===== src/hw/robPkg.sv =====
package robPkg;

  // machine sizes
  localparam int archCount = 32;
  localparam int physCount = 48;
  localparam int robDepth = 16;

  localparam int archIdxBits = $clog2(archCount);
  localparam int physIdxBits = $clog2(physCount);
  localparam int robIdxBits = $clog2(robDepth);

  // tags outside the architectural map, i.e. the free list ring size
  localparam int freeCount = physCount - archCount;
  localparam int freeIdxBits = $clog2(freeCount);
  // one extra bit so a full ring can be told apart from an empty one
  localparam int freeCountBits = freeIdxBits + 1;

  // one instruction entering rename
  typedef struct packed {
    logic                   enable;
    logic [archIdxBits-1:0] destIdx;
    logic                   halt;
  } dispatchReq;

  // execution finished, reported by buffer slot
  typedef struct packed {
    logic                  enable;
    logic [robIdxBits-1:0] robIdx;
  } completeReq;

  // mispredicted branch and its buffer slot
  typedef struct packed {
    logic                  enable;
    logic [robIdxBits-1:0] robIdx;
  } rollbackReq;

  typedef struct packed {
    logic                   valid;
    logic                   complete;
    logic                   halt;
    logic [archIdxBits-1:0] destIdx;
    logic [physIdxBits-1:0] newTag;
    logic [physIdxBits-1:0] oldTag;
  } robEntry;

  // head entry leaving the machine
  typedef struct packed {
    logic                   enable;
    logic [archIdxBits-1:0] destIdx;
    logic [physIdxBits-1:0] newTag;
    logic [physIdxBits-1:0] oldTag;
  } retireInfo;

endpackage


===== src/hw/mapTable.sv =====
`timescale 1ns/1ps

module mapTable
  import robPkg::*;
(
  input  logic                   clock,
  input  logic                   reset,
  input  logic                   dispatchFire,
  input  logic [archIdxBits-1:0] destIdx,
  input  logic [physIdxBits-1:0] newTag,
  output logic [physIdxBits-1:0] oldTag,
  input  retireInfo              retire,
  input  logic                   recover
);

  // front end view, includes unretired renames
  logic [physIdxBits-1:0] specMap [archCount];
  // committed view, only changed at retire
  logic [physIdxBits-1:0] archMap [archCount];

  // previous mapping goes into the buffer entry with the new tag
  assign oldTag = specMap[destIdx];

  always_ff @(posedge clock) begin
    if (reset) begin
      for (int r = 0; r < archCount; r++) begin
        specMap[r] <= physIdxBits'(r);
      end
    end else if (recover) begin
      // discard all speculative renames in one step
      specMap <= archMap;
    end else if (dispatchFire) begin
      specMap[destIdx] <= newTag;
    end
  end

  always_ff @(posedge clock) begin
    if (reset) begin
      for (int r = 0; r < archCount; r++) begin
        archMap[r] <= physIdxBits'(r);
      end
    end else if (retire.enable) begin
      archMap[retire.destIdx] <= retire.newTag;
    end
  end

  // the buffer is empty during the recover cycle, so nothing retires there
  noRetireOnRecover: assert property (
    @(posedge clock) disable iff (reset)
    recover |-> !retire.enable
  );

endmodule


===== src/hw/freeList.sv =====
`timescale 1ns/1ps

module freeList
  import robPkg::*;
(
  input  logic                   clock,
  input  logic                   reset,
  input  logic                   dispatchFire,
  output logic [physIdxBits-1:0] newTag,
  input  retireInfo              retire,
  input  logic                   recover
);

  logic [physIdxBits-1:0] tags [freeCount];
  logic [freeIdxBits-1:0] head;
  logic [freeIdxBits-1:0] tail;
  logic [freeCountBits-1:0] count;
  logic empty;

  assign empty = (count == '0);

  // empty ring with a retire in the same cycle hands the freed tag straight on
  assign newTag = empty ? retire.oldTag : tags[head];

  always_ff @(posedge clock) begin
    if (reset) begin
      head <= '0;
      tail <= '0;
      count <= freeCountBits'(freeCount);
      for (int i = 0; i < freeCount; i++) begin
        tags[i] <= physIdxBits'(archCount + i);
      end
    end else begin
      if (retire.enable) begin
        tags[tail] <= retire.oldTag;
        tail <= tail + 1'b1;
      end
      if (recover) begin
        // ring holds 16 slots, so tail minus 16 lands on tail itself
        head <= tail;
        count <= freeCountBits'(freeCount);
      end else begin
        if (dispatchFire) begin
          head <= head + 1'b1;
        end
        case ({dispatchFire, retire.enable})
          2'b10: count <= count - 1'b1;
          2'b01: count <= count + 1'b1;
          default: count <= count;
        endcase
      end
    end
  end

  // sizing keeps free tags plus in-flight tags at 16, so this never trips
  noPopWhenEmpty: assert property (
    @(posedge clock) disable iff (reset)
    dispatchFire |-> !empty || retire.enable
  );

endmodule


===== src/hw/reorderBuffer.sv =====
`timescale 1ns/1ps

module reorderBuffer
  import robPkg::*;
(
  input  logic                   clock,
  input  logic                   reset,
  input  logic                   dispatchFire,
  input  dispatchReq             dispatch,
  input  logic [physIdxBits-1:0] newTag,
  input  logic [physIdxBits-1:0] oldTag,
  input  completeReq             complete,
  input  rollbackReq             rollback,
  output logic                   dispatchReady,
  output logic [robIdxBits-1:0]  robTailIdx,
  output retireInfo              retire,
  output logic                   haltOut,
  output logic                   recover
);

  robEntry entries [robDepth];
  robEntry entriesNext [robDepth];
  robEntry headEntry;

  logic [robIdxBits-1:0] head;
  logic [robIdxBits-1:0] headNext;
  logic [robIdxBits-1:0] tail;
  logic [robIdxBits-1:0] tailNext;

  // recovery FSM state
  logic                  recovering;
  logic                  recoveringNext;
  logic                  recoverNext;
  logic [robIdxBits-1:0] branchIdx;
  logic [robIdxBits-1:0] activeBranch;

  logic mispredict;
  logic pending;
  logic branchRetiring;
  logic wrapped;

  assign headEntry = entries[head];

  // oldest entry leaves once it is complete
  always_comb begin
    retire.enable  = headEntry.valid && headEntry.complete;
    retire.destIdx = headEntry.destIdx;
    retire.newTag  = headEntry.newTag;
    retire.oldTag  = headEntry.oldTag;
  end

  assign haltOut = retire.enable && headEntry.halt;
  assign robTailIdx = tail;

  // a full buffer still accepts when the head frees its slot this cycle
  assign dispatchReady = !recovering && !recover && !rollback.enable &&
                         (!entries[tail].valid || retire.enable);

  // rollback to an empty slot is stale, drop it
  assign mispredict = rollback.enable && entries[rollback.robIdx].valid;

  assign pending = mispredict || recovering;
  assign activeBranch = mispredict ? rollback.robIdx : branchIdx;
  assign branchRetiring = retire.enable && (head == activeBranch);

  // recovery ends at the edge where the branch itself retires
  assign recoveringNext = pending && !branchRetiring;
  assign recoverNext = pending && branchRetiring;

  // branch at or past the tail means the younger run wraps through slot 0
  assign wrapped = rollback.robIdx >= tail;

  always_comb begin
    entriesNext = entries;
    headNext = head;
    tailNext = tail;

    if (complete.enable) begin
      entriesNext[complete.robIdx].complete = 1'b1;
    end

    if (retire.enable) begin
      entriesNext[head].valid = 1'b0;
      headNext = head + 1'b1;
    end

    // written after retire so a full buffer can reuse the head slot
    if (dispatchFire) begin
      entriesNext[tail].valid = 1'b1;
      entriesNext[tail].complete = 1'b0;
      entriesNext[tail].halt = dispatch.halt;
      entriesNext[tail].destIdx = dispatch.destIdx;
      entriesNext[tail].newTag = newTag;
      entriesNext[tail].oldTag = oldTag;
      tailNext = tail + 1'b1;
    end

    // squash everything younger than the branch
    if (mispredict) begin
      for (int i = 0; i < robDepth; i++) begin
        if (wrapped) begin
          if (i > rollback.robIdx || i < tail) begin
            entriesNext[i].valid = 1'b0;
          end
        end else begin
          if (i > rollback.robIdx && i < tail) begin
            entriesNext[i].valid = 1'b0;
          end
        end
      end
      tailNext = rollback.robIdx + 1'b1;
    end
  end

  always_ff @(posedge clock) begin
    if (reset) begin
      head <= '0;
      tail <= '0;
      recovering <= 1'b0;
      recover <= 1'b0;
      branchIdx <= '0;
      for (int i = 0; i < robDepth; i++) begin
        entries[i].valid <= 1'b0;
        entries[i].complete <= 1'b0;
      end
    end else begin
      entries <= entriesNext;
      head <= headNext;
      tail <= tailNext;
      recovering <= recoveringNext;
      recover <= recoverNext;
      if (mispredict) begin
        branchIdx <= rollback.robIdx;
      end
    end
  end

  // completion must come from an instruction still in flight
  completeTargetsValid: assert property (
    @(posedge clock) disable iff (reset)
    complete.enable |-> entries[complete.robIdx].valid
  );

  // the top level has to honour dispatchReady through the whole recovery
  noDispatchWhileRecovering: assert property (
    @(posedge clock) disable iff (reset)
    dispatchFire |-> !recovering && !recover
  );

  recoverIsPulse: assert property (
    @(posedge clock) disable iff (reset)
    recover |=> !recover
  );

endmodule


===== src/hw/renameCore.sv =====
`timescale 1ns/1ps

module renameCore
  import robPkg::*;
(
  input  logic                   clock,
  input  logic                   reset,
  input  dispatchReq             dispatch,
  input  completeReq             complete,
  input  rollbackReq             rollback,
  output logic                   dispatchReady,
  output logic [robIdxBits-1:0]  robTailIdx,
  output logic [physIdxBits-1:0] newTag,
  output retireInfo              retire,
  output logic                   haltOut
);

  logic dispatchFire;
  logic recover;
  logic [physIdxBits-1:0] oldTag;

  // rename, allocate and pop all happen on this one strobe
  assign dispatchFire = dispatch.enable && dispatchReady;

  mapTable mapTableInst (
    .clock        (clock),
    .reset        (reset),
    .dispatchFire (dispatchFire),
    .destIdx      (dispatch.destIdx),
    .newTag       (newTag),
    .oldTag       (oldTag),
    .retire       (retire),
    .recover      (recover)
  );

  freeList freeListInst (
    .clock        (clock),
    .reset        (reset),
    .dispatchFire (dispatchFire),
    .newTag       (newTag),
    .retire       (retire),
    .recover      (recover)
  );

  // buffer pairs the new tag with the mapping it replaces
  reorderBuffer robInst (
    .clock         (clock),
    .reset         (reset),
    .dispatchFire  (dispatchFire),
    .dispatch      (dispatch),
    .newTag        (newTag),
    .oldTag        (oldTag),
    .complete      (complete),
    .rollback      (rollback),
    .dispatchReady (dispatchReady),
    .robTailIdx    (robTailIdx),
    .retire        (retire),
    .haltOut       (haltOut),
    .recover       (recover)
  );

endmodule


===== config.mk =====
export PLATFORM = sky130hd
export DESIGN_NAME = renameCore
export DESIGN_NICKNAME = d
export VERILOG_FILES = /design/src/hw/robPkg.sv /design/src/hw/mapTable.sv /design/src/hw/freeList.sv /design/src/hw/reorderBuffer.sv /design/src/hw/renameCore.sv
export SDC_FILE = /design/constraint.sdc
export NUM_CORES = 2
export LEC_CHECK = 0
export ABC_AREA = 1
export ABC_CLOCK_PERIOD_IN_PS = 3420
export BUFFER_PORTS_ARGS = -buffer_cell sky130_fd_sc_hd__buf_2
export CAP_MARGIN = 20
export CORE_MARGIN = 2
export CORE_UTILIZATION = 57
export CTS_CLUSTER_DIAMETER = 60
export CTS_CLUSTER_SIZE = 10
export DETAILED_ROUTE_END_ITERATION = 7
export GPL_TIMING_DRIVEN = 1
export PLACE_DENSITY_LB_ADDON = 0.1
export SLEW_MARGIN = 20
export SYNTH_ARGS = -nofsm -noshare
export SYNTH_HDL_FRONTEND = slang
export SYNTH_SLANG_ARGS = --single-unit

===== constraint.sdc =====
create_clock -name clock -period 3.42 [get_ports clock]
set_clock_uncertainty 0.1 [all_clocks]
set_input_delay 0.684 -clock clock [delete_from_list [all_inputs] [get_ports clock]]
set_output_delay 0.684 -clock clock [all_outputs]
set_load 0.01 [all_outputs]

After elaboration in Yosys (flattened, before gate mapping)
Memories as Yosys holds them, arrays and structs flattened. A register that Yosys moved wholly into a read port is not among the register bits.
Index checks and enable logic that the tools add are counted.
Word-level totals
  output and inout bits: 30
  logic and storage cells: 409
  bits in writable memories: 96
  input port bits: 19
  register bits: 731
  memories kept: 1
Memory list
  freeListInst.tags: words 16, bits a word 6, rd ports 1, clocked after memory_dff 1, wr ports 16, line freeList.sv:14  | logic [physIdxBits-1:0] tags [freeCount];
Operators by class
  magnitude comparators: 42
  mux-type cells: 126
  bitwise gates (word level): 6
  equal/unequal tests: 3
  reduce and logical (&&, ||, !) cells: 56
  add/subtract/negate cells: 7
Operators with widths (number)
  320-bit bitwise mux: 8
  320-bit 2-to-1 mux: 3
  20-bit demux with 4-bit select: 8
  192-bit bitwise mux: 2
  192-bit 2-to-1 mux: 2
  20-bit binary-select mux with 4-bit select: 3
  20-bit 2-to-1 mux: 8
  1-bit 2-to-1 mux: 68
  6-bit demux with 5-bit select: 2
  6-bit 2-to-1 mux: 7
  19-bit 2-to-1 mux: 2
  4-bit greater-than comparator (first input constant): 8
  4-bit 2-to-1 mux: 8
  6-bit binary-select mux with 5-bit select: 1
  1-bit logical AND: 29
  4-bit less-than comparator (first input constant): 7
  4-bit by 1-bit adder with 4-bit output (second input constant): 5
  5-bit greater-or-equal comparator (second input constant): 4
  4-bit inverter with 5-bit output: 4
  18-bit 2-to-1 mux: 1
  17-bit 2-to-1 mux: 1
  3-bit by 4-bit greater-than comparator with 1-bit output (first input constant): 4
  1-bit logical OR: 16
  3-bit by 4-bit less-than comparator with 1-bit output (first input constant): 4
  21 further kinds: 35

Depth between registers and ports, before layout
  word-level depth: 19
  depth in mapped cells: 24
  gate-level depth less buffers: 20

By module
A second synthesis with hierarchy kept.
Unflattened totals
  cells, all modules: 5224
  area total of the unflattened synthesis: 39595.5 sq um
By module, submodules not included
  mapTable: area an instance 18352.6 sq um, times used 1, sequential area each 7687.4 sq um, cells each 2847
  reorderBuffer: area an instance 15578.7 sq um, times used 1, sequential area each 9569.2 sq um, cells each 1693
  freeList: area an instance 5656.7 sq um, times used 1, sequential area each 3223.1 sq um, cells each 682
  renameCore: area an instance 7.5 sq um, times used 1, sequential area each 0.0 sq um, cells each 2

Least setup slack after synthesis
No wires, ideal clock.
  path type: input-to-reg
  start: input rollback[4] in the netlist's numbering
  end: register robInst.entries[0] in the netlist's numbering, enable pin
  setup slack: -0.203 ns
  stages: 5
  buffers on the path: 0
  data required time: 2.904 ns
  library setup time: 0.416 ns
  arrival: 3.108 ns
  cells stage by stage: nor3_1 nand3_4 inv_1 nand2_2 nor3_1
RTL lines
  start, declared: line renameCore.sv:10  | input rollbackReq rollback,
  end signal, assigned: line reorderBuffer.sv:127  | entries <= entriesNext;
  end, declared: line reorderBuffer.sv:21  | robEntry entries [robDepth];

Worst setup path in the final report
  start: register robInst.head[0]
  end: output newTag[2]
Between the ends
  word-level cells in the longest chain between the ends: 5
Ends and longest elaborated chain
  start, declared: line reorderBuffer.sv:25  | logic [robIdxBits-1:0] head;
  start signal, assigned: line reorderBuffer.sv:128  | head <= headNext;
  4-bit inverter with 5-bit output (not written as such): line reorderBuffer.sv:42  | assign headEntry = entries[head];
  20-bit binary-select mux with 4-bit select: line reorderBuffer.sv:42
  20-bit 2-to-1 mux (not written as such) (2 in a row): line reorderBuffer.sv:42
  6-bit 2-to-1 mux: line freeList.sv:23  | assign newTag = empty ? retire.oldTag : tags[head];
  end, declared: line renameCore.sv:13  | output logic [physIdxBits-1:0] newTag,
Every way passes these cells. The select of a mux whose other input is x is not followed.

==> results.json <==
{
  "status": "complete, no violations",
  "wire_per_inst_um": 22.17,
  "fmax_mhz": 294.9,
  "cts_buffers": 94,
  "cts_tree": "done",
  "clk_path_buf_depth": 3,
  "synth_seq_area_share_pct": 52.01,
  "fp.dieW_um": 266.8,
  "synth_most_common_cell": "nor2_1",
  "vdd_ir_drop_max_mv": 0.4144,
  "worstPathArrival_ns": 2.61,
  "grt_max_degree": 162,
  "slew_headroom_pct": 30.55,
  "rsz0062_at_grt": "yes",
  "crit_chain": "buf_12 > inv_12 > buf_16 > buf_6 > o21ai_2 > o21ai_2 > nand2_1 > nand2_2 > nor2_4 > nand2_2 > nand2_2 > buf_12 > inv_1 > buf_2",
  "start_util_pct": 57.52,
  "post-place-ws_ns": -0.09232,
  "avgSynthCellArea_um2": 7.857,
  "drtIter0Drc": 4339,
  "dp_hpwl_um": 83610,
  "finish.utilization_pct": 65.55,
  "grt_pass1_vias": 33773,
  "ioPinCount": 49,
  "drt-total-wl_um": 133100,
  "drv_slew": 0,
  "area_growth_pct": 13.97,
  "powerDensity_nw_per_um2": 481.0,
  "die_h_um": 266.8,
  "firstDrtPassIters": 6,
  "antenna_found_initial": 3,
  "clkTransAtPathRegs_ns": 0.06,
  "drv_cap": 0,
  "core_um2": 68470,
  "netlist_top_cells_count": "953 x nor2_1, 927 x nand2_1, 447 x dfxtp_1",
  "num-nets-final": 5107,
  "worst_slack_ns": 0.02957,
  "synth_edf_count": 384,
  "drive_gt1_share_pct": 10.37,
  "cts_root_buffer": "clkbuf_16",
  "yosysTopAreaCell": "edfxtp_1",
  "synthesis.nets": 5050,
  "finalCriticalPeriod_ns": 3.390,
  "hold_viol_final": 0,
  "synth.top_cells.by_area": "edfxtp_1 29%, dfxtp_1 23%, nor2_1 9.1%",
  "grt_usage_pct": 36.70,
  "cp_slowest_stage_delay_ns": 0.37,
  "drc": 0,
  "tightest_slew_ns": 1.041,
  "ys_ff_latch": 831,
  "grt_pass1_wl_um": 200400,
  "cp_common_cell": "nand2_2",
  "end_kind": "primary output",
  "vias": 36660,
  "slowest_stage": "dfxtp_4",
  "synth_cell_type_count": 45,
  "cts.sink_count": 831,
  "die-area_um2": 71200,
  "antenna_left": 0,
  "hp-class": "flip-flop to flip-flop",
  "ys_warn_count": 0,
  "insertion_delay_ns": 0.65,
  "nFillCells": 5913,
  "synth_top_area_share_pct": 29.28,
  "syn_inst": 5012,
  "cp.required_ns": 2.64,
  "fin_crit_sh_pct": 99.14,
  "viasPerCell": 6.104,
  "critPathMaxFanout": 20,
  "portBuffers": 48,
  "p_leak_nw": 19.07,
  "num_rows": 96,
  "grt-ovfl-total": 0,
  "crit_type": "flip-flop to primary output",
  "cts.htree.levels": 3,
  "cp-start-kind": "flip-flop",
  "setup_viol": 0,
  "synthFlopType": "dfxtp_1",
  "syn_area_um2": 39380,
  "place.gp.congestion": 0.9148,
  "async_flop_share_pct": 0
}
## worst paths after layout
path                                   from                   endpoint  slack (ns)  cells after the start
hold reg to reg   mapTableInst.archMap[190]  mapTableInst.archMap[190]        0.35                      2
hold / removal    mapTableInst.archMap[190]  mapTableInst.archMap[190]        0.35                      2
setup reg to reg            robInst.head[0]       robInst.entries[203]        0.15                     15
setup / recovery            robInst.head[0]                  newTag[2]        0.03                     14
## power breakdown
part           internal [W]  switching [W]  leakage [nW]
Clock               0.00517        0.00397          1.27
Combinational      0.000529        0.00144          10.4
Sequential           0.0104      0.0000495          7.40
## worst max-delay path: cells and delay by family, from the launching register on
kind	cells	cell delay [ns]
flip-flops	1	0.37
buffers and inverters	7	0.85
AO/OA/AOI/OAI	2	0.21
AND/OR/NAND/NOR	5	0.52
## logic make-up (layout without fill, tap and decap cells)
kind of cell	count (synthesis)	after routing	share of synthesized area, %
AO/OA/AOI/OAI	997	997	14.12
XOR/XNOR	7	7	0.1557
adder cells (fa/ha/maj)	23	23	0.7244
buffers and inverters	673	781	6.780
flip-flops	831	831	52.01
other	0	4	0
AND/OR/NAND/NOR	2481	2481	26.22
## per-stage QoR
step	total power, W	hold WS, ns	area, um2	TNS [ns]	std cells
after global routing	0.02208	0.3746	44870	-0.2208	6003
after floorplan	0.01166	0.3239	39380	0	5012
after CTS	0.02155	0.3227	44570	0	5991
final	0.02159	0.3454	44880	0	6006
after global placement	0.01253	0.3338	41580	-0.2416	5829
after detailed placement	0.01253	0.3370	41590	-0.4329	5829
## cell usage in the layout (no fill, tap or decap), types with 11 or more instances in the layout
cell type	n
clkbuf_1	44
ha_1	18
clkbuf_16	101
o221ai_1	20
a21oi_1	295
o21ai_1	51
a22oi_1	51
o22ai_1	98
nor3_1	49
nor2_1	942
buf_6	11
nand2_1	911
o211ai_1	71
nand3_1	437
buf_2	47
nand2_2	21
o21ai_0	391
inv_1	298
edfxtp_1	384
nand4_1	52
inv_2	16
nor2_2	19
buf_12	36
buf_4	193
dfxtp_1	442
nor2_4	15
## sequential cells by signal, summed over array words and instances, names as in the netlist, named ones only
| signal | cells |
|---|---|
| freeListInst.count | 5 |
| robInst.recover | 1 |
| robInst.robTailIdx | 4 |
| robInst.head | 4 |
| robInst.branchIdx | 4 |
| robInst.entries | 320 |
| freeListInst.tail | 4 |
| mapTableInst.specMap | 192 |
| freeListInst.head | 4 |
| freeListInst.tags | 96 |
| robInst.recovering | 1 |
| mapTableInst.archMap | 192 |
## layer usage
metal,share of wire (%),track usage [%],up-vias
met5,0.011,0,-
met3,10,6.228,352
met2,45,57.28,2038
met1,40,50.71,17296
li1,-,-,16972
met4,4.2,15.23,2
## timing repair
item,4_1_cts,5_1_grt
hold buffers,0,0
hold endpoints to repair,0,0
gates resized for setup,35,53
setup buffers,11,6
cloned,4,5
pin swaps,4,10
setup endpoints to repair,31,32
## layout make-up
type                       count  area (um2)  share of cell area, %
clock buffer                 141        2592                  5.777
clock inverter                 6       63.81                 0.1422
antenna                        4       10.01                0.02230
multi-input combinational   3508       16440                  36.63
inverter                     331        1284                  2.860
tap                          882        1104                  2.459
timing repair buffer         301        2877                  6.409
sequential                   831       20490                  45.66
timing repair inverter         2       16.27                0.03624
Power figures use the tool's default switching activity.
